**src/cpu_fe_pkg.sv**
```systemverilog
package cpu_fe_pkg;

  ///////////////////////////////
  // Widths
  ///////////////////////////////
  localparam int word_w = 16;  // Machine word, address and data
  localparam int op_w   = 4;   // Opcode field
  localparam int reg_w  = 4;   // Register specifier
  localparam int cond_w = 3;   // Branch condition mask, matches flags
  localparam int off_w  = 9;   // Signed branch offset

  typedef logic [word_w-1:0] word_t;
  typedef logic [1:0]        pred_t;  // 2-bit saturating counter

  localparam pred_t ctr_init = 2'd1;  // Weakly not taken

  ///////////////////////////////
  // Opcodes
  ///////////////////////////////
  localparam logic [op_w-1:0] op_nop = 4'd0;
  localparam logic [op_w-1:0] op_add = 4'd1;
  localparam logic [op_w-1:0] op_sub = 4'd2;
  localparam logic [op_w-1:0] op_br  = 4'd12;

  // All-zero word, loaded on flush and reset
  localparam word_t nop_word = {op_nop, {(word_w-op_w){1'b0}}};

  // One instruction word, two decodes
  typedef union packed {
    struct packed {
      logic [op_w-1:0]  opcode;
      logic [reg_w-1:0] rd;
      logic [reg_w-1:0] rs;
      logic [reg_w-1:0] rt;
    } alu;
    struct packed {
      logic [op_w-1:0]   opcode;
      logic [cond_w-1:0] cond;    // Taken if any bit matches flags
      logic [off_w-1:0]  offset;  // Relative to PC+1
    } br;
  } inst_u;

endpackage
```
**src/if_id_pipe_reg.sv**
```systemverilog
`timescale 1ns/1ns

module if_id_pipe_reg (
  input  logic              clk,
  input  logic              arst_n,
  input  logic              stall,               // Hold everything
  input  logic              flush,               // Kill the fetched instruction
  input  cpu_fe_pkg::word_t pc_curr,
  input  cpu_fe_pkg::word_t pc_next,
  input  cpu_fe_pkg::word_t inst,
  input  cpu_fe_pkg::pred_t prediction,
  input  cpu_fe_pkg::word_t predicted_target,
  output cpu_fe_pkg::word_t id_pc_curr,
  output cpu_fe_pkg::word_t id_pc_next,
  output cpu_fe_pkg::word_t id_inst,
  output cpu_fe_pkg::pred_t id_prediction,
  output cpu_fe_pkg::word_t id_predicted_target
);
  import cpu_fe_pkg::*;

  logic wen;  // Register write enable

  assign wen = ~stall;

  ///////////////////////////////
  // PC fields, not cleared by flush
  ///////////////////////////////
  always_ff @(posedge clk or negedge arst_n) begin
    if (!arst_n) begin
      id_pc_curr <= '0;
      id_pc_next <= '0;
    end else if (wen) begin
      id_pc_curr <= pc_curr;
      id_pc_next <= pc_next;
    end
  end

  ///////////////////////////////
  // Flushable fields
  ///////////////////////////////
  always_ff @(posedge clk or negedge arst_n) begin
    if (!arst_n) begin
      id_inst             <= nop_word;
      id_prediction       <= '0;
      id_predicted_target <= '0;
    end else if (flush) begin
      // Bubble into decode, overrides a stall
      id_inst             <= nop_word;
      id_prediction       <= '0;
      id_predicted_target <= '0;
    end else if (wen) begin
      id_inst             <= inst;
      id_prediction       <= prediction;
      id_predicted_target <= predicted_target;
    end
  end

endmodule

```
**config.mk**
```make
export PLATFORM = sky130hd
export DESIGN_NAME = if_id_pipe_reg
export DESIGN_NICKNAME = d
export VERILOG_FILES = /design/src/cpu_fe_pkg.sv /design/src/if_id_pipe_reg.sv
export SDC_FILE = /design/constraint.sdc
export NUM_CORES = 1
export LEC_CHECK = 0
export BUFFER_PORTS_ARGS = -buffer_cell sky130_fd_sc_hd__buf_2
export CAP_MARGIN = 20
export CORE_MARGIN = 5
export CORE_UTILIZATION = 40
export DETAILED_ROUTE_END_ITERATION = 7
export GPL_TIMING_DRIVEN = 0
export PLACE_DENSITY = 0.81
export SYNTH_ARGS = -nofsm -noshare
export SYNTH_HDL_FRONTEND = slang
export SYNTH_SLANG_ARGS = --single-unit
```
**constraint.sdc**
```tcl
create_clock -name clk -period 1.3 [get_ports clk]
set_input_delay 0.26 -clock clk [delete_from_list [all_inputs] [get_ports clk]]
set_output_delay 0.26 -clock clk [all_outputs]
set_load 0.01 [all_outputs]
```
Word-level counts from Yosys, hierarchy flattened
Index checks and enable logic that the tools add are counted.
{ "totals": {"regBits": 66, "input_bits": 70} }
{ "classes": {"muxes": 6, "n_eq_ne": 1} }
{ "op_table": {"columns": ["operator", "count"], "rows": [
  ["$mux 16", 4],
  ["$mux 2", 2],
  ["$ne 2x1->1 const B", 1]
]} }

Longest topological paths before layout
{ "logic_depth": {"ltp_word": 2, "ltp_mapped": 4} }

Worst setup path before layout
OpenSTA, ideal clock, no wires.
{ "synth_timing": {"path_kind": "in2reg", "from": "in stall", "to": "reg id_pc_curr[3]", "path_buffers": 2, "setup_time_ps": 125, "arrival_ps": 883, "required_time_ps": 1175, "setup_slack_ps": 291, "path_stages": 3, "cell_sequence": "buf_4 > buf_6 > mux2_4"} }
{ "synth_lines": {"columns": ["element", "line_no", "rtl"], "rows": [
  ["start: declaration", "if_id_pipe_reg.sv:6", "input logic stall,"],
  ["end signal: assignment", "if_id_pipe_reg.sv:33", "id_pc_curr <= pc_curr;"],
  ["end: declaration", "if_id_pipe_reg.sv:13", "output cpu_fe_pkg::word_t id_pc_curr,"]
]} }
No word-level cell between the ends.

Final worst setup path
{ "layout_timing": {"from": "reg id_pc_curr[8]", "to": "out id_pc_curr[8]"} }
No word-level cell between the ends.

==> impl_metrics.toml <==
[clocking]
htreeDepth = 3
hold_buffers = 0
cts.path.max_buffers = 2
clock_latency_ns = 0.32
cts_tree = "done"
clock-root-buffer = "clkbuf_8"
numCtsBuffers = 9
cts_resized = 0
path_clk_slew_ns = 0.07
cts.sinks = 66
post-cts-setup-buffers = 0

[die]
die_w_um = 90.3
die_y_um = 90.3
io_pins = 136
die-area_um2 = 8160
rows = 29
core_um2 = 6310
start_util_pct = 40.9

[power_and_ir_drop]
p_leak_uw = 0.00193
vdd_drop_max_mv = 0.759
p_int_uw = 3300
comb_power_share_pct = 15.6
swShare_pct = 25.4
p_per_area_nw_per_um2 = 1260
switching_power_uw = 1130
pwr-share-seq_pct = 51.7
p_clk_share_pct = 32.7

[routing]
wire_per_inst_um = 14.7
drt-initial-drc-count = 39
vias_per_cell = 4.62
vias = 1861
postRouteWirelength_um = 5920
postRouteAntennaNets = 0
drc_errors = 0
detailedRoute.firstPassIterationCount = 4

[sta]
finalHoldViolCount = 0
finalClockSkew_ns = 0
relSlewSlack_pct = 47.2
fmax_mhz = 886
layout_min_cycle_time_ns = 1.13
timing.hold.ws_ns = 0.0303
fin_ws_ns = 0.172
rsz0062_at_grt = "false"
fin_crit_sh_pct = 86.8
setup_viol = 0
worst_pin_slew_ns = 0.792
tns_ns = 0
drv_slew = 0

[logic_synthesis]
synth_top_area_cell = "dfrtp_1"
avgSynthCellArea_um2 = 14.6
yosys.area.top_type_share_pct = 64.0
synth_edf_count = 0
synth_warnings = 0
ys_seq_elements = 66
synthFlopType = "dfrtp_1"
yosysMostFrequentCell = "dfrtp_1"
syn_inst = 177
synthArstFlopShare_pct = 100
syn-cell-area_um2 = 2580
synth_nets = 247
synth_common_cells = "dfrtp_1 (66), mux2i_1 (34), nor2_1 (34)"
ys_types = 9
synth_area_leaders = "dfrtp_1 (64%), mux2i_1 (13%), mux2_2 (11%)"
ys_seq_area_share_pct = 64.0

[worst_setup_path]
end_kind = "output port"
cp_max_fo = 2
cp_slowest_cell = "dfrtp_1"
crit_buf_inv = 1
worstPathArrival_ns = 0.87
path_class = "flip-flop to output port"
crit_family = "flip-flops"
start_kind = "flip-flop"
crit_required_ns = 1.04
crit_path_cell_trace = "buf_2"
cpPeakStageDelay_ns = 0.40

[global_route]
grt_use_total_pct = 14.9
grt.overflow.total = 0
grt_pass1_wl_um = 10000
met2_usage_pct = 24.3
gr-usage-met1_pct = 17.6
grt_use_met3_pct = 5.92
grt-busiest-layer = "met2"
grt_pass1_vias = 2143
grt_max_degree = 67
antenna_found_initial = 0

[finish]
synthToLayoutAreaGrowth_pct = 36.0
drive_gt1_share_pct = 56.7
postLayoutCoreUtil_pct = 55.6
antenna_cells = 0
nNetsFinal = 391
design_area_um2 = 3510

[flow_run]
max_cap_violations = 0

[outcome]
status = "finished, final reports clean"

[placement]
place_congestion = 0.721
hpwl_um = 4490
place_ws_ns = 0.0325
port_buffers = 133
placed_area_um2 = 3340

[min_path]
hp-class = "input port to async pin"
registers in the layout, summed over array words and instances, names as in the netlist:
name	flops
id_predicted_target	16
id_pc_next	16
id_pc_curr	16
id_prediction	2
id_inst	16
layer usage:
metal | routed length [um] | part of all wire, %
met4 | 78 | 1.3
met5 | 0 | 0
met1 | 2320 | 39
met2 | 2980 | 50
met3 | 549 | 9.3
cell families (layout without fill, tap and decap cells):
| family | Yosys count | after routing | share of synthesized area (%) |
|---|---|---|---|
| muxes | 66 | 66 | 28.0 |
| DFF | 66 | 66 | 64.0 |
| and+or+nand+nor | 34 | 34 | 4.95 |
| buffers and inverters | 11 | 160 | 3.01 |
power by group through the flow:
| stage | sequential (uW) | combinational [uW] | clock, uW |
|---|---|---|---|
| CTS | 2290 | 710 | 1520 |
| global placement | 2320 | 690 | 0 |
| detailed placement | 2330 | 709 | 0 |
| global route | 2310 | 761 | 1610 |
| floorplan | 2410 | 268 | 0 |
| finish | 2290 | 691 | 1450 |
placed cells by master, fill, tap and decap left out:
cell        n
clkbuf_1    7
buf_2     134
clkinv_2    3
buf_4       2
buf_6       4
dfrtp_1    66
clkbuf_8   10
mux2_4      6
mux2_2     26
mux2i_1    34
nor2_1     34
through the flow:
stage                     instances  power (uW)
after global placement          387        3010
after global routing            403        4680
final                           403        4430
after floorplan                 177        2670
after detailed placement        387        3030
after CTS                       403        4510
final timing paths:
kind	startpoint	slack [ns]	end	cells past startpoint
max	id_pc_curr[8]$_DFFE_PN0N_	0.17	id_pc_curr[8]	1
min	arst_n	0.03	id_inst[3]$_DFFE_PN0P_	1
max reg2reg	id_pc_curr[3]$_DFFE_PN0N_	0.53	id_pc_curr[3]$_DFFE_PN0N_	1
min reg2reg	id_pc_curr[10]$_DFFE_PN0N_	0.50	id_pc_curr[10]$_DFFE_PN0N_	1
max in group asynchronous	arst_n	0.76	id_prediction[1]$_DFFE_PN0P_	1
min in group clk	pc_curr[2]	0.16	id_pc_curr[2]$_DFFE_PN0N_	2
layout make-up:
class / count / area (um^2)
plain buffers: 11 / 77.6
clock buffers: 13 / 149
clock inverters: 3 / 15.0
fillers: 552 / 2810
multi-input cells: 100 / 851
flip-flops and latches: 66 / 1650
well taps: 77 / 96.3
repair buffers: 133 / 668
(Power assumes the default switching activity.)
