--- src/cpu_fe_pkg.sv ---
package cpu_fe_pkg;

  ///////////////////////////////
  // Widths
  ///////////////////////////////
  localparam int word_w = 16;  // Machine word, address and data
  localparam int op_w   = 4;   // Opcode field
  localparam int reg_w  = 4;   // Register specifier
  localparam int cond_w = 3;   // Branch condition mask, matches flags
  localparam int off_w  = 9;   // Signed branch offset

  typedef logic [word_w-1:0] word_t;
  typedef logic [1:0]        pred_t;  // 2-bit saturating counter

  localparam pred_t ctr_init = 2'd1;  // Weakly not taken

  ///////////////////////////////
  // Opcodes
  ///////////////////////////////
  localparam logic [op_w-1:0] op_nop = 4'd0;
  localparam logic [op_w-1:0] op_add = 4'd1;
  localparam logic [op_w-1:0] op_sub = 4'd2;
  localparam logic [op_w-1:0] op_br  = 4'd12;

  // All-zero word, loaded on flush and reset
  localparam word_t nop_word = {op_nop, {(word_w-op_w){1'b0}}};

  // One instruction word, two decodes
  typedef union packed {
    struct packed {
      logic [op_w-1:0]  opcode;
      logic [reg_w-1:0] rd;
      logic [reg_w-1:0] rs;
      logic [reg_w-1:0] rt;
    } alu;
    struct packed {
      logic [op_w-1:0]   opcode;
      logic [cond_w-1:0] cond;    // Taken if any bit matches flags
      logic [off_w-1:0]  offset;  // Relative to PC+1
    } br;
  } inst_u;

endpackage
--- src/fetch_unit.sv ---
`timescale 1ns/1ns

module fetch_unit (
  input  logic              clk,
  input  logic              arst_n,
  input  logic              fetch_gnt,    // Memory granted to fetch this cycle
  input  logic              redirect,     // Mispredict from decode
  input  cpu_fe_pkg::word_t redirect_pc,
  input  cpu_fe_pkg::pred_t pred_ctr,
  input  logic              pred_hit,
  input  cpu_fe_pkg::word_t pred_target,
  output cpu_fe_pkg::word_t pc,
  output cpu_fe_pkg::word_t pc_next       // Predicted next PC, also sent to IF/ID
);

  logic use_pred;  // BTB hit with a taken-leaning counter

  ///////////////////////////////
  // Next PC selection
  ///////////////////////////////
  assign use_pred = pred_hit && pred_ctr[1];
  assign pc_next  = use_pred ? pred_target : pc + 1'b1;

  // Redirect wins over back-pressure
  always_ff @(posedge clk or negedge arst_n) begin
    if (!arst_n) begin
      pc <= '0;
    end else if (redirect) begin
      pc <= redirect_pc;
    end else if (fetch_gnt) begin
      pc <= pc_next;
    end
  end

endmodule

--- config.mk ---
export PLATFORM = sky130hd
export DESIGN_NAME = fetch_unit
export DESIGN_NICKNAME = d
export VERILOG_FILES = /design/src/cpu_fe_pkg.sv /design/src/fetch_unit.sv
export SDC_FILE = /design/constraint.sdc
export NUM_CORES = 1
export LEC_CHECK = 0
export BUFFER_PORTS_ARGS = -buffer_cell sky130_fd_sc_hd__buf_2
export CAP_MARGIN = 30
export CORE_ASPECT_RATIO = 1.75
export CORE_MARGIN = 1.5
export CORE_UTILIZATION = 46
export DETAILED_ROUTE_END_ITERATION = 12
export GPL_TIMING_DRIVEN = 0
export PLACE_DENSITY = 0.93
export SYNTH_ARGS = -nofsm -noshare
export SYNTH_HDL_FRONTEND = slang
export SYNTH_SLANG_ARGS = --single-unit
--- constraint.sdc ---
create_clock -name clk -period 2.6 [get_ports clk]
set_input_delay 0 -clock clk [delete_from_list [all_inputs] [get_ports clk]]
set_output_delay 0 -clock clk [all_outputs]
set_load 0.03 [all_outputs]
# After elaboration in Yosys (flattened, before gate mapping)
# Cells that the tools add are included.
# W data, S select, Z words.
[classes]
n_addsub = 1
n_mul = 0
div = 0
n_lt_le_gt_ge = 0
eq_ne = 0
shift = 0
mux = 3
bitwise = 0
reduce_logical = 2
[ops]
columns = ["op", "n"]
rows = [
  ["$mux W16", 3],
  ["$add A16 B1 Y16 const B", 1],
  ["$reduce_bool A2 Y1", 1],
  ["$logic_and A1 B1 Y1", 1],
]
[word_totals]
register_bits = 16
latchBits = 0
ram_bits = 0
rom_bits = 0
out_inout_bits = 32
elab_cells = 7
n_memories = 0

# Depth between registers and ports, before layout
[depth]
ltp_word = 4
mapped_depth = 6
ltp_nobuf = 5

# Least setup slack after synthesis
# No wires, ideal clock.
[synth_path]
path_kind = "register to register"
from = "register pc[0]"
to = "register pc[10]"
setup_ns = 0.068
arrival_time_ns = 2.405
required_ns = 2.532
setup_slack_ns = 0.126
path_stages_with_launch = 6
path_buffers = 0
synth_period_minus_slack_ns = 2.474
cell_sequence = "dfrtp_1 > ha_1 > nand4_1 > or4_1 > a31oi_1 > a221o_1"
[synth_via]
elab_chain_len = 4
[synth_lines]
columns = ["item", "line_no", "source"]
rows = [
  ["start, declared", "fetch_unit.sv:12", "output cpu_fe_pkg::word_t pc,"],
  ["start signal, assigned", "fetch_unit.sv:29", "pc <= redirect_pc;"],
  ["start signal, assigned", "fetch_unit.sv:31", "pc <= pc_next;"],
  ["$add A16 B1 Y16", "fetch_unit.sv:22", "assign pc_next = use_pred ? pred_target : pc + 1'b1;"],
  ["$mux W16", "fetch_unit.sv:22", ""],
  ["via pc_next[10]", "fetch_unit.sv:13", "output cpu_fe_pkg::word_t pc_next"],
  ["$mux W16", "fetch_unit.sv:30", "end else if (fetch_gnt) begin"],
  ["$mux W16", "fetch_unit.sv:28", "end else if (redirect) begin"],
]
# The timed path passes the listed nets, and every way through them passes these cells. The select of a mux whose other input is x is not followed.
# A chain may end at the register's enable or synchronous reset.

# Worst setup path after layout
[layout_path]
from = "register pc[0]"
to = "output port pc_next[10]"
[layout_via]
elab_chain_len = 2
[layout_lines]
columns = ["item", "line_no"]
rows = [
  ["$add A16 B1 Y16", "fetch_unit.sv:22"],
  ["$mux W16", "fetch_unit.sv:22"],
  ["end, declared", "fetch_unit.sv:13"],
]
# No other way between the ends.

==> impl_results.md <==
* CP startpoint kind: flop
* Final Hold Vio Count at 1
* TritonRoute pass-1 iters at 5
* Vias in the first global route at 1592
* Syn. warnings at 0
* RSZ-0062 raised after global routing: false
* Largest net degree at the start of global routing at 17
* FF-to-FF End: pc[10]
* Initial core utilization at 49.1%
* Iteration-0 DRC Markers at 95
* Worst Path Required at 2600 ps
* Area grow syn2layout at 41.1%
* DP Worst Slack at 616 ps
* M3 GR Usage at 2.40%
* First-pass GRT wire length at between 6000 and 7000 um
* Cell Pwr Density at slightly below 500 mW/mm2
* Buffers added on ports at 68
* Regs by FF count: pc (16)
* DRT antenna net count at 0
* Buffers and inverters on the worst path at 1
* Status: finished with violations
* Worst Setup SP: pc[0]
* GR Util met1 at 31.8%
* Clk sink count at 16
* Gr busiest metal: met2
* Worst reg2reg path depth at 5
* TNS Setup at 0 ps
* Violated checks: negative hold slack
* CP delay by family, top: simple AND/OR/NAND/NOR gates
* Fill cell count at 226
* Synth unique cells at just over 40
* CP endpoint kind: output port
* WL final at 4500 um
* Die width at ~44 um
* Register area share after synthesis at 29.6%
* Rows at 25
* Slew at the pin with the worst max-slew slack at around 550 ps
* Worst R2R Setup Slack at 560 ps
* Area leader, netlist: dfrtp_1
* VDD IR max at just under 400 uV
* Skew final at roughly 4.4 ps
* Worst setup margin at 300 ps
* # IOs at 71
* Worst Setup EP: pc_next[10]
* Post-detailed-placement half-perimeter wirelength at 3170 um
* CORE AREA at between 0.002 and 0.003 mm2
* Slowest-stage cell, CP: dfrtp_1
* Post_cts resized at 0
* Total number of vias at 1739
* DR WL/cell at between 15 and 20 um
* Initial antenna violation count at 0
* Placed insts at between 200 and 300
* Mapped Nets at ~210
* Hold WC Path Type: input pin to flop
* Global-route usage over all layers at 28.0%
* Cell count after synthesis at 165
* Synth Cell Area at approximately 0.0014 mm2
* WP depth at 5
* Max-cap violations at 0
* Final min period at 2300 ps
* Worst reg2reg startpoint: pc[0]
* Worst skew pair latency at ~250 ps
* Top-area cell type share of the netlist area at 29.6%
* Fin Hold WS at -0.477 ps
* Worst path max stage delay at around 520 ps
* CTS root buffer: clkbuf_8
* Final Wtd Congestion at 0.861
* DR vias/cell at 6.28
* Yosys reg bits at 16
* Max Freq at 0.435 GHz
* Worst Path Max Fanout at 7
* CTS clk-pin slew, worst paths at 70 ps
* Number of CTS-inserted buffers at 3
* Period utilization at 88.5%
* Final Max Slew Viols at 0
* Critical Path, Cell by Cell: ha_1 > nand4_1 > or4_1 > a31oi_1 > buf_2
* CTS tree: done
* Met2 Track Usage GR at 50.3%
* Post-synthesis area per instance at between 8 and 9 um2
* Most flop-heavy register: pc
* Layout net count at 292
* Diodes inserted at 0
* Die area at between 0.003 and 0.004 mm2
* Post-synth EDFFs at 0
* Relative slew slack at 63.4%
* WP data arrival at 2300 ps
* # setup viols final at 0
* Top FF cell, synth: dfrtp_1
* Setup Crit Path Kind: flop to output port
* Leak at around 0.86 nW
* DRC Markers at 0
* Share of cells above drive strength 1 at 32.4%
* Top cells by area, synth: dfrtp_1, nor3b_1, nand2_1
* Total power draw at 0.930 mW
* Remaining Overflow, GRT at 0
* Max reg flops at 16
* Finished Layout Cells at 277
* Clk buf depth at 2
* Die Ht at 74.7 um
* H-tree levels at 1
* Async SR Flop Fraction at 100%
through the flow:
stage / util (%) / instance area, um2 / hold slack (ps)
floorplan: - / 1350 / -296
global placement: 62.7 / 1730 / -67.7
detailed placement: 62.7 / 1730 / -54.2
CTS: 69.3 / 1910 / 6.47
global route: 69.3 / 1910 / 29.2
finish: 69.3 / 1910 / -0.477
report_power, final:
part           total (mW)  switching, mW  internal, mW
Combinational       0.403          0.258         0.146
Clock               0.193         0.0898         0.103
Sequential          0.333         0.0571         0.276
Total               0.930          0.405         0.525
synthesized netlist by cell type (all sizes together) (3+ instances only):
cell type  number
clkbuf          8
nand2b          6
o21ai          11
o31ai           6
a211o           4
dfrtp          16
or4             3
nand3           8
nor2           15
a21o            3
nor4            3
or3             4
nor3b           9
a221o           4
a21oi           7
nand4           6
buf             4
a31oi           8
mux2i           4
nand2          15
a311oi          4
worst min-delay path, cell delays in order:
cell and delay, ps:
buf_2 80, a221oi_1 70, o31ai_1 70
per-layer routing:
metal	vias up	wire length (um)
met5	-	0
met4	0	85
met3	10	317
met2	104	2380
met1	820	1720
li1	805	-
layout by cell type, fill, tap and decap left out, drive strengths merged, types with 3 or more instances in the layout:
master and count:
a21oi 7, a311oi 4, dlygate4sd3 14, nor3b 9
nor2 15, nand3 8, o21ai 11, or4 3
nand4 6, a21o 3, a221o 4, o31ai 6
nand2 15, clkbuf 11, or3 4, nand2b 6
dfrtp 16, nor4 3, a211o 4, a31oi 8
buf 72, mux2i 4
worst min-delay path by stage:
stage / startpoint / endpoint / slack [ps] / cells past startpoint
finish: redirect_pc[12] / pc[12] / -0.5 / 3
global route: redirect_pc[12] / pc[12] / 30 / 3
CTS: redirect_pc[12] / pc[12] / 6 / 3
detailed placement: arst_n / pc[6] / -50 / 1
global placement: arst_n / pc[6] / -70 / 1
floorplan: arst_n / pc[0] / -300 / 0
repair_timing:
item                                   in CTS  in global routing
buffers inserted                            0                  0
endpoints found under the hold margin      29                  0
hold buffers                               14                  0
layout make-up:
type / count / area [um2] / area share, %
timing repair buffer: 82 / 480 / 25.2
buffer: 12 / 51.3 / 2.69
clock buffer: 3 / 41.3 / 2.17
tap: 27 / 33.8 / 1.77
multi-input combinational: 135 / 892 / 46.8
inverter: 2 / 7.51 / 0.394
sequential: 16 / 400 / 21.0
kinds of logic after synthesis:
family	count (synthesis)	synth area share [%]
buf+inv	14	4.35
flops	16	29.6
compound gates	50	25.4
fa+ha+maj	1	0.926
xor+xnor	4	2.59
mux	5	3.80
simple gates	75	33.3
Note: power is estimated with default switching activity, not from simulation.
