==> src/cpu_fe_pkg.sv <==
package cpu_fe_pkg;

  ///////////////////////////////
  // Widths
  ///////////////////////////////
  localparam int word_w = 16;  // Machine word, address and data
  localparam int op_w   = 4;   // Opcode field
  localparam int reg_w  = 4;   // Register specifier
  localparam int cond_w = 3;   // Branch condition mask, matches flags
  localparam int off_w  = 9;   // Signed branch offset

  typedef logic [word_w-1:0] word_t;
  typedef logic [1:0]        pred_t;  // 2-bit saturating counter

  localparam pred_t ctr_init = 2'd1;  // Weakly not taken

  ///////////////////////////////
  // Opcodes
  ///////////////////////////////
  localparam logic [op_w-1:0] op_nop = 4'd0;
  localparam logic [op_w-1:0] op_add = 4'd1;
  localparam logic [op_w-1:0] op_sub = 4'd2;
  localparam logic [op_w-1:0] op_br  = 4'd12;

  // All-zero word, loaded on flush and reset
  localparam word_t nop_word = {op_nop, {(word_w-op_w){1'b0}}};

  // One instruction word, two decodes
  typedef union packed {
    struct packed {
      logic [op_w-1:0]  opcode;
      logic [reg_w-1:0] rd;
      logic [reg_w-1:0] rs;
      logic [reg_w-1:0] rt;
    } alu;
    struct packed {
      logic [op_w-1:0]   opcode;
      logic [cond_w-1:0] cond;    // Taken if any bit matches flags
      logic [off_w-1:0]  offset;  // Relative to PC+1
    } br;
  } inst_u;

endpackage
==> src/mem_arbiter.sv <==
`timescale 1ns/1ns

module mem_arbiter #(
  parameter int mem_aw = 8
) (
  input  logic              clk,
  input  logic              arst_n,
  // Data port, highest priority
  input  logic              d_req,
  input  logic              d_we,
  input  cpu_fe_pkg::word_t d_addr,
  input  cpu_fe_pkg::word_t d_wdata,
  output cpu_fe_pkg::word_t d_rdata,
  // Fetch port
  input  cpu_fe_pkg::word_t f_addr,
  output cpu_fe_pkg::word_t f_inst,
  output logic              fetch_gnt,
  // Memory side
  output logic [mem_aw-1:0] m_addr,
  output logic              m_we,
  output cpu_fe_pkg::word_t m_wdata,
  input  cpu_fe_pkg::word_t m_rdata
);

  ///////////////////////////////
  // Fixed priority select
  ///////////////////////////////
  assign fetch_gnt = ~d_req;  // Fetch only runs when data is idle

  always_comb begin
    if (d_req) begin
      m_addr = d_addr[mem_aw-1:0];  // Upper address bits ignored
      m_we   = d_we;
    end else begin
      m_addr = f_addr[mem_aw-1:0];
      m_we   = 1'b0;                // Fetch never writes
    end
  end

  assign m_wdata = d_wdata;  // Only meaningful with m_we

  // Same read word goes to both, each side knows when it owns it
  assign d_rdata = m_rdata;
  assign f_inst  = m_rdata;

  // A write strobe only counts under the data request, otherwise it is lost
  a_we_with_req: assert property (
    @(posedge clk) disable iff (!arst_n)
    d_we |-> d_req
  ) else $error("mem_arbiter: write strobe without data request");

endmodule

==> config.mk <==
export PLATFORM = sky130hd
export DESIGN_NAME = mem_arbiter
export DESIGN_NICKNAME = d
export VERILOG_FILES = /design/src/cpu_fe_pkg.sv /design/src/mem_arbiter.sv
export SDC_FILE = /design/constraint.sdc
export NUM_CORES = 1
export LEC_CHECK = 0
export BUFFER_PORTS_ARGS = -buffer_cell sky130_fd_sc_hd__buf_2
export CELL_PAD_IN_SITES_DETAIL_PLACEMENT = 1
export CELL_PAD_IN_SITES_GLOBAL_PLACEMENT = 1
export CORE_ASPECT_RATIO = 1.75
export CORE_MARGIN = 2
export CORE_UTILIZATION = 12
export DETAILED_ROUTE_END_ITERATION = 6
export PLACE_DENSITY = 0.95
export SLEW_MARGIN = 0
export SYNTH_ARGS = -nofsm -noshare
export SYNTH_HDL_FRONTEND = slang
export SYNTH_SLANG_ARGS = --single-unit
==> constraint.sdc <==
create_clock -name vclk -period 1.32
set_clock_uncertainty 0.2 [all_clocks]
set_input_delay 0.066 -clock vclk [all_inputs]
set_output_delay 0.066 -clock vclk [all_outputs]
set_load 0.02 [all_outputs]
# Yosys cells after proc, flatten, opt, wreduce, memory -nomap -nowiden
# Cells that the tools add are included.
# W data, S select, Z words.
word_totals:
  regBits: 0
  in_bits: 68
  out_inout_bits: 58
classes:
  n_mux: 2
  bitwise: 1
ops:
  columns: ["cell", "count"]
  rows:
  - ["$mux W8", 1]
  - ["$mux W1", 1]
  - ["$not A1 Y1", 1]

# Depth between registers and ports, before layout
# Gate-level depths: netlist (run 1).
depth:
  depth_word: 1
  depth_mapped: 2
  mapped_depth_nobuf: 1

# Worst setup path before layout (run 1)
# Ideal clock, no wire load.
synth_timing:
  path_type: "input to output"
  from: "input d_req"
  to: "output m_addr[0]"
  t_arrival_ns: 0.537
  t_required_ns: 1.054
  path_slack_ns: 0.517
  cell_stages: 2
  cell_sequence: "buf_6 mux2_4"
synth_between:
  elab_chain_len: 1
synth_rtl:
  columns: ["item", "line_no", "text"]
  rows:
  - ["start, declared", "mem_arbiter.sv:9", "input logic d_req,"]
  - ["$mux W8", "mem_arbiter.sv:31", "if (d_req) begin"]
  - ["end, declared", "mem_arbiter.sv:19", "output logic [mem_aw-1:0] m_addr,"]
# No other way between the ends.

# Final worst setup path (run 1)
layout_timing:
  from: "input m_rdata[1]"
  to: "output f_inst[1]"
layout_rtl:
  columns: ["item", "line_no", "text"]
  rows:
  - ["start, declared", "mem_arbiter.sv:22", "input cpu_fe_pkg::word_t m_rdata"]
  - ["end, declared", "mem_arbiter.sv:16", "output cpu_fe_pkg::word_t f_inst,"]
# No word-level cell between the ends.

==> results of run 1 <==
## report_power, final
part	leakage [nW]	total, W	switching (W)	internal (W)
combinational	0.319	0.000312	0.000184	0.000128
clock	0	0	0	0
sequential	0	0	0	0
## worst max-delay path by stage
stage | start | endpoint | slack, ns | cells after the start
floorplan | d_req | m_addr[0] | 0.52 | 2
global placement | d_req | m_addr[1] | 0.23 | 3
detailed placement | d_req | m_addr[4] | 0.22 | 3
CTS | m_rdata[12] | f_inst[12] | 0.18 | 1
global route | m_rdata[4] | f_inst[4] | 0.16 | 1
finish | m_rdata[1] | f_inst[1] | 0.18 | 1
## synthesized netlist by cell type
cell	n	area, um2
and2_2	1	7.51
buf_4	48	360
buf_6	1	11.3
inv_1	1	3.75
mux2_4	8	120
## through the flow
stage,std cells,util (%),area (um2)
2_1_floorplan,59,-,503
3_3_place_gp,87,8.17,333
3_5_place_dp,87,8.17,333
4_1_cts,119,16.0,653
5_1_grt,119,16.0,653
6_report,119,16.0,653
## logic make-up (layout without fill, tap and decap cells)
kind of cell / after synthesis / after routing / synth area share, %
buf+inv: 50 / 61 / 74.6
mux: 8 / 8 / 23.9
simple gates: 1 / 1 / 1.49
## final cells by class
type / instances / share of cell area [%]
inverters: 1 / 0.575
multi-input cells: 9 / 19.5
well taps: 49 / 9.39
repair buffers: 60 / 70.5
## layer usage
layer	up-vias	routed length (um)	track usage, %
met1	151	328	4.39
met5	-	0	0
met2	102	674	10.8
met3	12	294	0.828
met4	0	78	2.33
li1	157	-	-
## timing repair
action,CTS,global route
resized for setup,0,0
hold buffers,32,0
hold endpoints to repair,48,0
==> results.yml, run 1 <==
worst_setup_path:
  worst_path_largest_cell_delay_ns: 0.81
  worst-path-buf-inv: 1
  crit_fanout: 2
  critPathRequiredTime_ns: 1.05
  worst_setup_path_end_kind: "output pin"
  crit_arrival_ns: 0.87
  crit_family: "buffers and inverters"
  crit_slowest_cell: "dlygate4sd3_1"
  worstPathCellList: "dlygate4sd3_1"
  start_kind: "primary input"
  crit_type: "primary input to output pin"
sta:
  setup-tns-final_ns: 0
  grt_setup_unrepaired: "false"
  post-route-period-util_pct: 86.3
  fin_crit_ns: 1.14
  holdWs_ns: 0.275
  drv_slew: 0
  setup_slack_ns: 0.181
  tightest_slew_ns: 0.436
  fmax_mhz: 878
  slew_headroom_pct: 70.8
  setup_viol: 0
  hold_viol_final: 0
die:
  num_rows: 31
  die_y_um: 89.6
  fp.coreArea_um2: 4070
  start_util_pct: 12.4
  die_x_um: 52.9
  io-pin-count: 126
  die_area_um2: 4750
yosys:
  synth_cells: 59
  synthDistinctLibCells: 5
  syn_area_per_cell_um2: 8.53
  ys_warn_count: 0
  ys_seq_area_share_pct: 0
  postSynthNetCount: 127
  syn_area_um2: 503
cells_and_area:
  layout_common_cells: "32 x dlygate4sd3_1, 28 x buf_2, 8 x mux2_4, 1 x inv_1, 1 x and2_2"
  area_growth_pct: 29.9
  antenna_cells: 0
  clkbuf_count: 0
  regArea_um2: 0
  n_sequential_cell: 0
  fin_nets: 140
  final_common_cell: "dlygate4sd3_1"
  multi_input_area_um2: 128
  fillers: 458
  drive_gt1_share_pct: 52.9
drt:
  first_iter_violations: 0
  dr.pass1.iters: 1
  post_drt_wl_per_cell_um: 11.6
  vias: 422
  drc_errors: 0
  vias_per_cell: 3.55
  drtAntennaViolNets: 0
  drt_wl_total_um: 1380
job:
  cap_violations: 0
hold_path:
  holdPathEnd: "m_addr[5]"
  whs_path_depth: 3
  hp-class: "primary input to output pin"
  hold_start: "f_addr[5]"
power:
  powerDensity_nw_per_um2: 478
  p_leak_nw: 0.319
  peakVddDrop_v: 0.000109
  power_w: 0.000312
placement:
  gp_congestion: 0.651
  io_buffers: 28
  dp_hpwl_um: 977
  post-place-ws_ns: 0.224
global_route:
  grt_pass1_wl_um: 1790
  overflow: 0
  grt_pass1_vias: 389
  grt_usage_pct: 5.14
  antenna_found_initial: 0
  grt_max_degree: 11
clock_tree:
  cts_setup_buffers: 0
run_status:
  status: "finished clean"
Note: power is estimated with default switching activity, not from simulation.
==> run 2, diff against run 1 <==
--- a/config.mk
+++ b/config.mk
@@ -6,7 +6,7 @@
 export NUM_CORES = 1
 export LEC_CHECK = 0
 export BUFFER_PORTS_ARGS = -buffer_cell sky130_fd_sc_hd__buf_2
-export CELL_PAD_IN_SITES_DETAIL_PLACEMENT = 1
+export CELL_PAD_IN_SITES_DETAIL_PLACEMENT = 0
 export CELL_PAD_IN_SITES_GLOBAL_PLACEMENT = 1
 export CORE_ASPECT_RATIO = 1.75
 export CORE_MARGIN = 2
==> constraint.sdc (replaced) <==
create_clock -name vclk -period 1.43
set_clock_uncertainty 0.2 [all_clocks]
set_input_delay 0.0715 -clock vclk [all_inputs]
set_output_delay 0.0715 -clock vclk [all_outputs]
set_load 0.02 [all_outputs]
==> run 2 against run 1 <==
- non-clock buffer count stayed put
- power is 8.1% lower
- core utilization stayed put
- global-route usage is 0.63 points lower
- die area stayed put
- cell count stayed put
- design area stayed put
- critical path depth stayed put
- worst hold slack better by 0.012 ns
- count of clock-buffer cells in the layout stayed put
==> results.yml, run 2 (synthesis gave the netlist of run 1 again) <==
drt:
  vias: 409
  dr.pass1.iters: 2
  vias_per_cell: 3.44
  post_drt_wl_per_cell_um: 10.7
  drtAntennaViolNets: 0
  first_iter_violations: 1
  drt_wl_total_um: 1280
  drc_errors: 0
worst_setup_path:
  critical_path_depth: 1
  crit_family: "buffers and inverters"
  start_kind: "primary input"
  crit_end: "f_inst[12]"
  crit_fanout: 2
  crit_arrival_ns: 0.88
  worst-path-buf-inv: 1
  crit_slowest_cell: "dlygate4sd3_1"
  crit_type: "primary input to output pin"
  cp-startpoint: "m_rdata[12]"
  critPathRequiredTime_ns: 1.16
  worstPathCellList: "dlygate4sd3_1"
  worst_setup_path_end_kind: "output pin"
  worst_path_largest_cell_delay_ns: 0.81
cells_and_area:
  n_sequential_cell: 0
  area_growth_pct: 29.9
  post_layout_nonfiller_instances: 119
  antenna_cells: 0
  drive_gt1_share_pct: 52.9
  final_common_cell: "dlygate4sd3_1"
  layout_common_cells: "32 x dlygate4sd3_1, 28 x buf_2, 8 x mux2_4, 1 x inv_1, 1 x and2_2"
  clkbuf_count: 0
  fin_nets: 140
  regArea_um2: 0
sta:
  slew_headroom_pct: 70.8
  drv_slew: 0
  fin_crit_ns: 1.15
  fmax_mhz: 869
  setup_viol: 0
  setup-tns-final_ns: 0
  hold_viol_final: 0
  post-route-period-util_pct: 80.5
  holdWs_ns: 0.287
  grt_setup_unrepaired: "false"
  tightest_slew_ns: 0.437
die:
  io-pin-count: 126
  die_y_um: 89.6
  start_util_pct: 12.4
  fp.coreArea_um2: 4070
  die_area_um2: 4750
  num_rows: 31
  die_x_um: 52.9
power:
  p_leak_nw: 0.319
  peakVddDrop_v: 0.000104
  powerDensity_nw_per_um2: 440
run_status:
  status: "finished clean"
clock_tree:
  cts_setup_buffers: 0
  cts_resized: 0
  hold_buffers: 32
hold_path:
  hp-class: "primary input to output pin"
  hold_start: "d_addr[6]"
global_route:
  grt_pass1_wl_um: 1560
  grt_usage_pct: 4.50
  overflow: 0
  antenna_found_initial: 0
  grt_pass1_vias: 351
  grt_max_degree: 11
placement:
  gp_congestion: 0.651
  dp_hpwl_um: 942
  dp_cells: 87
  io_buffers: 28
job:
  cap_violations: 0
## run 2: report_power, final
part	leakage (nW)	internal, W	switching [W]	total (W)
logic	0.319	0.000118	0.000169	0.000287
clock network	0	0	0	0
registers	0	0	0	0
## run 2: cell type report
cell class | count | area [um2]
fill | 446 | 3420
timing repair buffer | 60 | 460
multi-input combinational | 9 | 128
tap | 49 | 61.3
inverter | 1 | 3.75
## run 2: routing by layer
layer | up-vias | track usage (%) | wire [um]
met2 | 102 | 9.89 | 618
met4 | 0 | 1.40 | 44
met3 | 8 | 0.166 | 286
met1 | 142 | 4.09 | 325
met5 | - | 0 | 0
li1 | 157 | - | -
## run 2: worst min-delay path by stage
stage                              to  slack, ns  depth (start not counted)
final                       m_addr[6]       0.29                          3
after global routing        m_addr[5]       0.30                          3
after CTS                   m_addr[6]       0.29                          3
after detailed placement  m_wdata[12]      -0.06                          0
after global placement    m_wdata[12]      -0.06                          0
after floorplan            d_rdata[0]       0.06                          1
## run 2: per-stage QoR
stage	util, %	area [um2]	total power [W]	setup slack [ns]
final	16.0	653	0.000287	0.279
after global routing	16.0	653	0.000304	0.259
after CTS	16.0	653	0.000290	0.278
after detailed placement	8.17	333	0.000113	0.326
after global placement	8.17	333	0.000112	0.330
after floorplan	-	503	0.000265	0.616
## run 2: worst min-delay path, stage by stage
cell and delay (ns):
buf_2 0.07, mux2_4 0.12, buf_2 0.15
