### src/cpu_fe_pkg.sv
package cpu_fe_pkg;

  ///////////////////////////////
  // Widths
  ///////////////////////////////
  localparam int word_w = 16;  // Machine word, address and data
  localparam int op_w   = 4;   // Opcode field
  localparam int reg_w  = 4;   // Register specifier
  localparam int cond_w = 3;   // Branch condition mask, matches flags
  localparam int off_w  = 9;   // Signed branch offset

  typedef logic [word_w-1:0] word_t;
  typedef logic [1:0]        pred_t;  // 2-bit saturating counter

  localparam pred_t ctr_init = 2'd1;  // Weakly not taken

  ///////////////////////////////
  // Opcodes
  ///////////////////////////////
  localparam logic [op_w-1:0] op_nop = 4'd0;
  localparam logic [op_w-1:0] op_add = 4'd1;
  localparam logic [op_w-1:0] op_sub = 4'd2;
  localparam logic [op_w-1:0] op_br  = 4'd12;

  // All-zero word, loaded on flush and reset
  localparam word_t nop_word = {op_nop, {(word_w-op_w){1'b0}}};

  // One instruction word, two decodes
  typedef union packed {
    struct packed {
      logic [op_w-1:0]  opcode;
      logic [reg_w-1:0] rd;
      logic [reg_w-1:0] rs;
      logic [reg_w-1:0] rt;
    } alu;
    struct packed {
      logic [op_w-1:0]   opcode;
      logic [cond_w-1:0] cond;    // Taken if any bit matches flags
      logic [off_w-1:0]  offset;  // Relative to PC+1
    } br;
  } inst_u;

endpackage
### src/branch_resolver.sv
`timescale 1ns/1ns

module branch_resolver (
  input  logic                          clk,
  input  logic                          arst_n,
  input  cpu_fe_pkg::word_t             id_pc_curr,
  input  cpu_fe_pkg::word_t             id_pc_next,   // Path fetch actually took
  input  cpu_fe_pkg::word_t             id_inst,
  input  logic [cpu_fe_pkg::cond_w-1:0] flags,
  output logic                          redirect,
  output cpu_fe_pkg::word_t             redirect_pc,
  output logic                          upd_en,
  output cpu_fe_pkg::word_t             upd_pc,
  output logic                          upd_taken,
  output cpu_fe_pkg::word_t             upd_target
);
  import cpu_fe_pkg::*;

  inst_u ir;          // Decoded view of the ID word
  logic  is_br;
  logic  taken;
  word_t pc_plus1;
  word_t offset_sx;   // Sign extended offset
  word_t br_target;
  word_t correct_pc;

  assign ir = id_inst;

  ///////////////////////////////
  // Branch decode
  ///////////////////////////////
  assign is_br     = (ir.br.opcode == op_br);
  assign taken     = is_br && |(ir.br.cond & flags);  // Any shared flag bit
  assign pc_plus1  = id_pc_curr + 1'b1;
  assign offset_sx = {{(word_w-off_w){ir.br.offset[off_w-1]}}, ir.br.offset};
  assign br_target = pc_plus1 + offset_sx;

  assign correct_pc = taken ? br_target : pc_plus1;

  // Mismatch against what fetch guessed
  assign redirect    = is_br && (correct_pc != id_pc_next);
  assign redirect_pc = correct_pc;

  // Every branch trains, right or wrong
  assign upd_en     = is_br;
  assign upd_pc     = id_pc_curr;
  assign upd_taken  = taken;
  assign upd_target = br_target;

  // A redirect trains now and leaves a flushed bubble in ID next cycle
  a_redirect_bubble: assert property (
    @(posedge clk) disable iff (!arst_n)
    redirect |-> upd_en ##1 !upd_en
  ) else $error("branch_resolver: redirect without training or bubble");

endmodule

### config.mk
export PLATFORM = sky130hd
export DESIGN_NAME = branch_resolver
export DESIGN_NICKNAME = d
export VERILOG_FILES = /design/src/cpu_fe_pkg.sv /design/src/branch_resolver.sv
export SDC_FILE = /design/constraint.sdc
export NUM_CORES = 1
export LEC_CHECK = 0
export ABC_AREA = 1
export BUFFER_PORTS_ARGS = -buffer_cell sky130_fd_sc_hd__buf_2
export CORE_AREA = 4 4 82 76
export DETAILED_ROUTE_END_ITERATION = 16
export DIE_AREA = 0 0 86 80
export GPL_ROUTABILITY_DRIVEN = 0
export PLACE_DENSITY = 0.75
export SYNTH_ARGS = -nofsm -noshare
export SYNTH_HDL_FRONTEND = slang
export SYNTH_SLANG_ARGS = --single-unit
### constraint.sdc
create_clock -name vclk -period 2.79
set_input_delay 0.279 -clock vclk [all_inputs]
set_output_delay 0.279 -clock vclk [all_outputs]
set_load 0.01 [all_outputs]
## Word level (Yosys, flattened, before mapping)

Index checks and enable logic that the tools add are counted.

| word-level totals | value |
|---|---|
| register bits after elaboration | 0 |
| logic and storage cells | 9 |
| bits of input ports | 53 |

| cells by class | value |
|---|---|
| reduce and logical (&&, ||, !) cells | 3 |
| equal/unequal tests | 2 |
| mux-type cells | 1 |
| bitwise gates (word level) | 1 |
| add/sub/neg operators | 2 |

Operator list:

| cell | number |
|---|---|
| adder 16 x 1 -> 16 bit (second input constant) | 1 |
| adder 16 bit | 1 |
| two-way mux 16 bit | 1 |
| != test 16 bit | 1 |
| == test 4 bit (second input constant) | 1 |
| AND 3 bit | 1 |
| OR reduction 3 bit | 1 |
| logical AND 1 bit | 2 |

## Logic depth before layout (Yosys ltp)

Gate-level depths: netlist (run 1).

| depth | value |
|---|---|
| depth after elaboration | 6 |
| mapped depth | 26 |

## Worst setup path before layout (run 1)

Ideal clock, no wire load.

| timing path | value |
|---|---|
| path kind | input to output |
| from | input id_pc_curr[0] |
| to | output redirect |
| arrival time | 2.550 ns |
| setup slack | -0.039 ns |
| stages on the path | 22 |
| required time | 2.511 ns |
| path through | ha_1 nand2_1 inv_2 nand2_1 inv_2 nand2_1 o21a_1 nor2_1 inv_1 ha_1 nand2_1 nand2_1 o21bai_1 a21oi_1 nand3_1 nand2_1 nand2_1 nand2_2 nand2_1 nand3_1 nor2_1 a21oi_1 |

| on the way | value |
|---|---|
| word-level cells in the longest chain between the ends | 5 |

RTL lines:

| item | RTL line | text |
|---|---|---|
| from (decl) | branch_resolver.sv:6 | `input cpu_fe_pkg::word_t id_pc_curr,` |
| adder 16 x 1 -> 16 bit | branch_resolver.sv:34 | `assign pc_plus1 = id_pc_curr + 1'b1;` |
| adder 16 bit | branch_resolver.sv:36 | `assign br_target = pc_plus1 + offset_sx;` |
| via upd_target[13] | branch_resolver.sv:15 | `output cpu_fe_pkg::word_t upd_target` |
| two-way mux 16 bit | branch_resolver.sv:38 | `assign correct_pc = taken ? br_target : pc_plus1;` |
| via redirect_pc[13] | branch_resolver.sv:11 | `output cpu_fe_pkg::word_t redirect_pc,` |
| != test 16 bit | branch_resolver.sv:41 | `assign redirect = is_br && (correct_pc != id_pc_next);` |
| logical AND 1 bit | branch_resolver.sv:41 |  |
| to (decl) | branch_resolver.sv:10 | `output logic redirect,` |

The timed path passes the listed nets, and every way through them passes these cells.

## Final worst setup path (run 1)

| timing path | value |
|---|---|
| from | input id_pc_curr[4] |
| to | output redirect |

| on the way | value |
|---|---|
| word-level cells in the longest chain between the ends | 5 |

RTL lines:

| item | RTL line |
|---|---|
| adder 16 x 1 -> 16 bit * | branch_resolver.sv:34 |
| adder 16 bit | branch_resolver.sv:36 |
| two-way mux 16 bit * | branch_resolver.sv:38 |
| != test 16 bit * | branch_resolver.sv:41 |
| logical AND 1 bit * | branch_resolver.sv:41 |

Every way passes the cells marked *; elsewhere a longest branch is shown, timed or not.

==> results by group, run 1 <==
Outcome
  – Status: finished with violations
  – Failing checks: setup timing

Final layout
  – Reg area: 0 µm²
  – Layout cell share with drive strength beyond 1: 0.450
  – P&R area growth vs syn: 62.9%
  – Post-route cell area: 3850 µm²
  – Antenna Cells: 0
  – Fin cells: 703
  – CLK BUF: 0
  – Sequential cells: 0
  – Multi-input gate area: 2350 µm²
  – Filler instances: roughly 420
  – Final nets: between 700 and 800

Logic synthesis
  – Post-Syn Nets: 555
  – Synth top area share: 0.292
  – Yosys Warn Count: 0
  – Synth area leader: nand2_1
  – Seq/Total Area, Yosys: 0
  – Syn Area/Cell: between 4 and 5 µm²
  – Largest cells by area after synthesis: nand2_1, nand3_1, inv_1
  – Yosys cell types: 28
  – Mapped Area: 2360 µm²
  – Cells after synthesis: 482

Place
  – DP Wirelength: a little over 7 mm
  – Placed cell area: 3290 µm²
  – Cells after DPL: 694
  – IO Port Bufs: 102
  – Post-place setup slack: -0.445 ns

Global route
  – GRT Util Overall: 0.264
  – Largest net degree at the start of global routing: 23
  – Vias in the first global route: 3547
  – Antenna violations before repair: 0
  – First-pass GRT wire length: ~15 mm
  – GRT overflow: 0

Route
  – Wl on met1: 3.86 mm
  – Top sig layer: met4
  – DR vias: 3607
  – Routed vias/inst: 5.13
  – Met2 WL: 4.92 mm
  – Drt first-iter violations: 284
  – First-pass DRT Iterations: 5
  – Final WL: 9.75 mm
  – DR WL/cell: 13.9 µm
  – ANT nets after route: 0
  – Met3 wire len: 703 µm
  – # DRC: 0

Critical path
  – Worst EP required: between 2 and 3 ns
  – Critical path class: input port to output port
  – Crit path DAT: ~2.8 ns
  – Crit path largest cell delay: about 0.28 ns
  – CP delay by family, top: simple AND/OR/NAND/NOR gates
  – WP buf/inv: 4
  – Crit-path cells: buf_4, nand2_4, nor2_2, nand2_2, inv_2, nand2_2, o21a_1, nor2_2, inv_2, ha_4, nand2_2, nor2_2, nand3_1, nand2_1, nand2_1, nand2_1, nand2_2, nand2_2, nand2_1, nand3_2, nor2_2, a21oi_2, buf_2
  – Critical path's slowest cell: ha_4
  – CP max FO: 4
  – Startpoint types: input port
  – Crit path top cell by count: nand2_2
  – CP Capture Type: output port

Floorplanning
  – Die X: 86 µm
  – Chip height: ~80 µm
  – Site Rows: 25
  – Core Area: 5290 µm²
  – Initial Util: 0.447
  – I/O pin cnt: 104
  – Die area: approximately 7000 µm²

Worst hold path
  – Worst min path class: input port to output port

STA
  – Slew Limit Headroom: 0.698
  – Final min period: approximately 3.1 ns
  – Final Hold Viols: 0
  – PnR worst setup slack: -0.280 ns
  – # setup viols final: 3
  – Setup Total Neg Slack: -0.302 ns
  – RSZ-0062 raised after global routing: yes
  – Period utilisation layout: 1.10
  – Slew Viols, Final: 0
  – Worst Tran Pin Value: ~0.45 ns
  – Fmax: about 330 MHz

Power and ir drop
  – Power per standard cell area: 214 nW/µm²
  – Leakage power: 2.28 nW
  – VDD IR-drop max: 119 µV

Job
  – Max-cap violations: 0

Clock network
  – # hold bufs at CTS: 0
==> final cells by class <==
type / instances / share of cell area
multi-input combinational: 373 / 0.610
timing repair buffer: 174 / 0.281
inverter: 89 / 0.0874
tap: 67 / 0.0218
==> layout by cell type (no fill, tap or decap), types with 7 or more instances in the layout <==
master	Yosys	routed
nor2_1	31	20
nand3_1	68	58
inv_2	4	14
nor2_2	4	11
nand2_2	15	31
buf_2	3	97
nand3_2	2	12
nand3b_1	7	7
a21oi_1	12	7
inv_1	83	73
ha_4	0	14
nand4_1	7	7
buf_4	17	72
nand2_1	184	163
==> report_power, final <==
group | switching [mW] | internal, mW
clock | 0 | 0
sequential | 0 | 0
combinational | 0.463 | 0.361
total | 0.463 | 0.361
==> logic make-up (layout without fill, tap and decap cells) <==
family	Yosys count	after routing	synth area share
buffers and inverters	109	263	0.202
AOI/OAI and AO/OA	21	21	0.0540
xor gates and xnor gates	5	5	0.0185
and+or+nand+nor	327	327	0.617
adders and majority gates	20	20	0.109
==> worst paths after layout <==
path | from | to | slack, ns | cells after the start
worst max-delay path | id_pc_curr[4] | redirect | -0.28 | 23
worst min-delay path | id_pc_curr[5] | upd_pc[5] | 0.79 | 2
==> stage by stage <==
| stage | power (mW) | hold slack (ns) | util |
|---|---|---|---|
| 6_report | 0.824 | 0.794 | 0.728 |
| 5_1_grt | 0.896 | 0.802 | 0.728 |
| 4_1_cts | 0.765 | 0.791 | 0.704 |
| 3_5_place_dp | 0.674 | 0.790 | 0.623 |
| 3_3_place_gp | 0.654 | 0.792 | 0.623 |
| 2_1_floorplan | 0.388 | 0.650 | - |
==> what timing repair did <==
action	4_1_cts	5_1_grt
pin swaps	26	11
setup endpoints to repair	12	11
setup buffers	6	3
gates cloned	0	0
resized for setup	74	30
==> metal layers <==
| layer | vias to the layer above | track usage |
|---|---|---|
| li1 | 1790 | - |
| met2 | 172 | 0.498 |
| met5 | - | 0 |
| met1 | 1617 | 0.313 |
| met4 | 0 | 0.0712 |
| met3 | 28 | 0.0279 |
==> synth_stat cells, drive strengths merged <==
cell type,count
nand2,199
inv,87
a21o,1
nand4,7
clkinv,2
or2,2
o21bai,4
o21a,1
a21oi,14
o21ai,1
buf,20
nor2,37
nor3,2
nand3b,7
xnor2,1
xor2,4
fa,1
ha,19
and2,2
nand3,71
Note: power is estimated with default switching activity, not from simulation.
==> run 2: changes to the inputs <==
==> constraint.sdc (replaced) <==
create_clock -name vclk -period 2.79
set_input_delay 0.279 -clock vclk [all_inputs]
set_output_delay 0.279 -clock vclk [all_outputs]
set_load 0.1 [all_outputs]
==> run 2 against run 1 <==
  * The run now fails in 5_1_grt
  * Synthesized cell count is the same
  * Synthesized area is the same
==> results by group, run 2 <==
Clock network
  – # hold bufs at CTS: 0

Logic synthesis
  – Synth top area share: 0.292
  – Cells after synthesis: 482
  – Mapped Area: 2360 µm²
  – Commonest cells post-synth: nand2_1, inv_1, nand3_1, nor2_1, ha_1
  – Seq/Total Area, Yosys: 0
  – Post-Syn Nets: roughly 560
  – Top-count cell post-synth: nand2_1
  – Yosys Warn Count: 0
  – Synth area leader: nand2_1
  – Syn Area/Cell: 4.90 µm²
  – Largest cells by area after synthesis: nand2_1, nand3_1, inv_1
  – Yosys cell types: 28

STA
  – Worst ep type: primary output
  – Worst endpoint after global-route timing repair: redirect

Floorplanning
  – I/O pin cnt: roughly 100
  – Chip height: roughly 80 µm
  – Site Rows: 25
  – Die X: between 80 and 90 µm
  – Initial Util: 0.447

Global route
  – Largest net degree at the start of global routing: 15
  – GRT overflow: 3
  – GRT Util Overall: 0.609

Place
  – IO Port Bufs: a little over 100
  – DP Wirelength: 7.55 mm

Outcome
  – Status: did not finish
  – Error msg: [ERROR GRT-0232] Routing congestion too high. Check the congestion heatmap in the GUI.
  – Failed at: 5_1_grt
## run 2: cell counts after synthesis
No cell type changed its count.
## run 2: per-stage QoR
step | instances | worst slack (ns) | cell area [µm²] | setup TNS [ns]
after detailed placement | 719 | -0.543 | 4040 | -1.90
after global placement | 719 | -0.451 | 4040 | -0.981
after CTS | 731 | -0.310 | 4340 | -0.418
after floorplan | 482 | -0.704 | 2500 | -0.704
## run 2: what timing repair did
| item | 4_1_cts |
|---|---|
| hold endpoints to repair | 0 |
| pin swaps | 24 |
| resized for setup | 50 |
| setup buffers | 12 |
| setup endpoints to repair | 14 |
## run 2: cells by family after synthesis
group / after synthesis / share of synthesized area
AO/OA/AOI/OAI: 21 / 0.0540
buffers and inverters: 109 / 0.202
AND/OR/NAND/NOR: 327 / 0.617
XOR/XNOR: 5 / 0.0185
adder cells (fa/ha/maj): 20 / 0.109
## run 2: per-layer routing
metal / track usage / overflow
met1: 0.613 / 0
met2: 0.839 / 2
met3: 0.400 / 0
met4: 0.560 / 1
met5: 0 / 0
==> run 3: changes to the inputs <==
--- a/config.mk
+++ b/config.mk
@@ -7,11 +7,11 @@
 export LEC_CHECK = 0
 export ABC_AREA = 1
 export BUFFER_PORTS_ARGS = -buffer_cell sky130_fd_sc_hd__buf_2
-export CORE_AREA = 4 4 82 76
+export CORE_AREA = 4 4 94 96
 export DETAILED_ROUTE_END_ITERATION = 16
-export DIE_AREA = 0 0 86 80
+export DIE_AREA = 0 0 98 100
 export GPL_ROUTABILITY_DRIVEN = 0
-export PLACE_DENSITY = 0.75
+export PLACE_DENSITY_LB_ADDON = 0.15
 export SYNTH_ARGS = -nofsm -noshare
 export SYNTH_HDL_FRONTEND = slang
 export SYNTH_SLANG_ARGS = --single-unit
==> run 3 against run 2 <==
  * The flow now finishes, with violations (setup timing)
==> results by group, run 3 (synthesized netlist as in run 1, its figures left out) <==
Final layout
  – Antenna Cells: 0
  – Reg area: 0 µm²
  – Sequential cells: 0
  – Final nets: 759
  – Layout cell share with drive strength beyond 1: 0.545
  – Commonest cells after routing, fill and taps aside: nand2_1, buf_4, inv_1, buf_2, nand3_1
  – Filler instances: 730
  – Commonest non-fill, non-tap cell in the layout: nand2_1
  – CLK BUF: 0
  – Post-route cell area: 4960 µm²
  – P&R area growth vs syn: 110%
  – Final core utilization: 0.616

Global route
  – GRT Util Overall: 0.188
  – Antenna violations before repair: 0
  – Largest net degree at the start of global routing: 12
  – First-pass GRT wire length: approximately 16 mm
  – Vias in the first global route: 3592
  – GRT overflow: 0

STA
  – Worst Tran Pin Value: 0.495 ns
  – Slew Viols, Final: 0
  – Period utilisation layout: 1.13
  – Slew Limit Headroom: 0.673
  – Fmax: ~320 MHz
  – Setup Total Neg Slack: -0.908 ns
  – RSZ-0062 raised after global routing: yes
  – PnR worst setup slack: -0.367 ns
  – Final min period: approximately 3.2 ns
  – Final Hold Viols: 0
  – # setup viols final: 6

Route
  – Drt first-iter violations: between 100 and 150
  – DR WL/cell: between 10 and 15 µm
  – First-pass DRT Iterations: 4
  – ANT nets after route: 0
  – # DRC: 0
  – DR vias: 3650
  – Routed vias/inst: between 4 and 5
  – Final WL: 9.99 mm

Critical path
  – CP Capture Type: output port
  – Worst EP required: about 2.5 ns
  – CP delay by family, top: simple AND/OR/NAND/NOR gates
  – Crit path depth: 25
  – Startpoint types: input port
  – Crit path largest cell delay: 0.32 ns
  – WP buf/inv: 6
  – Critical path's slowest cell: ha_4
  – Crit path top cell by count: nand2_4
  – Crit path DAT: ~2.9 ns
  – Critical path class: input port to output port
  – CP max FO: 4

Power and ir drop
  – VDD IR-drop max: 248 µV
  – Power per standard cell area: roughly 340 nW/µm²
  – Leakage power: about 2.8 nW

Floorplanning
  – Chip height: 100 µm
  – Die X: 98 µm
  – Die area: 9800 µm²
  – Initial Util: 0.294
  – Site Rows: 33
  – Core Area: between 8000 and 9000 µm²
  – I/O pin cnt: about 100

Worst hold path
  – Hold EP: upd_pc[14]
  – Cell count of the worst hold path: 2
  – Hold_sp: id_pc_curr[14]
  – Worst min path class: input port to output port

Place
  – Post-place setup slack: -0.611 ns
  – IO Port Bufs: ~100
  – DP Wirelength: 8.00 mm
  – Placed cell area: 4230 µm²

Clock network
  – # hold bufs at CTS: 0

Job
  – Max-cap violations: 0

Outcome
  – Status: finished with violations
  – Failing checks: setup timing
==> run 3: power by group <==
group          total [mW]  internal [mW]  switching [mW]
sequential              0              0               0
combinational        1.67          0.621            1.04
clock                   0              0               0
==> run 3: layout make-up <==
class	instances	area, µm²	area share
multi-input cells	373	2590	0.521
repair buffers	222	1900	0.382
inverters	89	350	0.0706
well taps	105	131	0.0265
==> run 3: metal layers <==
layer / track usage / up-vias / part of all wire
met5: 0 / - / 0
met4: 0.0415 / 0 / 0.019
met3: 0.0111 / 18 / 0.044
met2: 0.361 / 100 / 0.53
met1: 0.228 / 1640 / 0.41
li1: - / 1892 / -
==> run 3: repair_timing <==
| action | 4_1_cts | 5_1_grt |
|---|---|---|
| setup buffers | 12 | 7 |
| endpoints found under the hold margin | 0 | 0 |
| pin swaps | 36 | 42 |
| resized for setup | 81 | 69 |
| setup endpoints to repair | 13 | 19 |
==> run 3: how the worst max path moves through the flow <==
stage | start | to | slack, ns
after detailed placement | id_pc_curr[0] | redirect | -0.61
after global routing | id_pc_curr[0] | redirect | -0.54
final | id_pc_curr[0] | redirect | -0.37
after floorplan | id_pc_curr[0] | redirect | -0.70
after CTS | id_pc_curr[0] | redirect | -0.34
after global placement | id_pc_curr[0] | redirect | -0.51
==> run 3: per-stage QoR <==
step / power, mW / hold slack, ns / instances
final: 1.67 / 0.966 / 789
after floorplan: 0.927 / 0.770 / 482
after CTS: 1.58 / 0.968 / 784
after global placement: 1.47 / 0.964 / 776
after global routing: 1.76 / 0.975 / 789
after detailed placement: 1.48 / 0.968 / 776
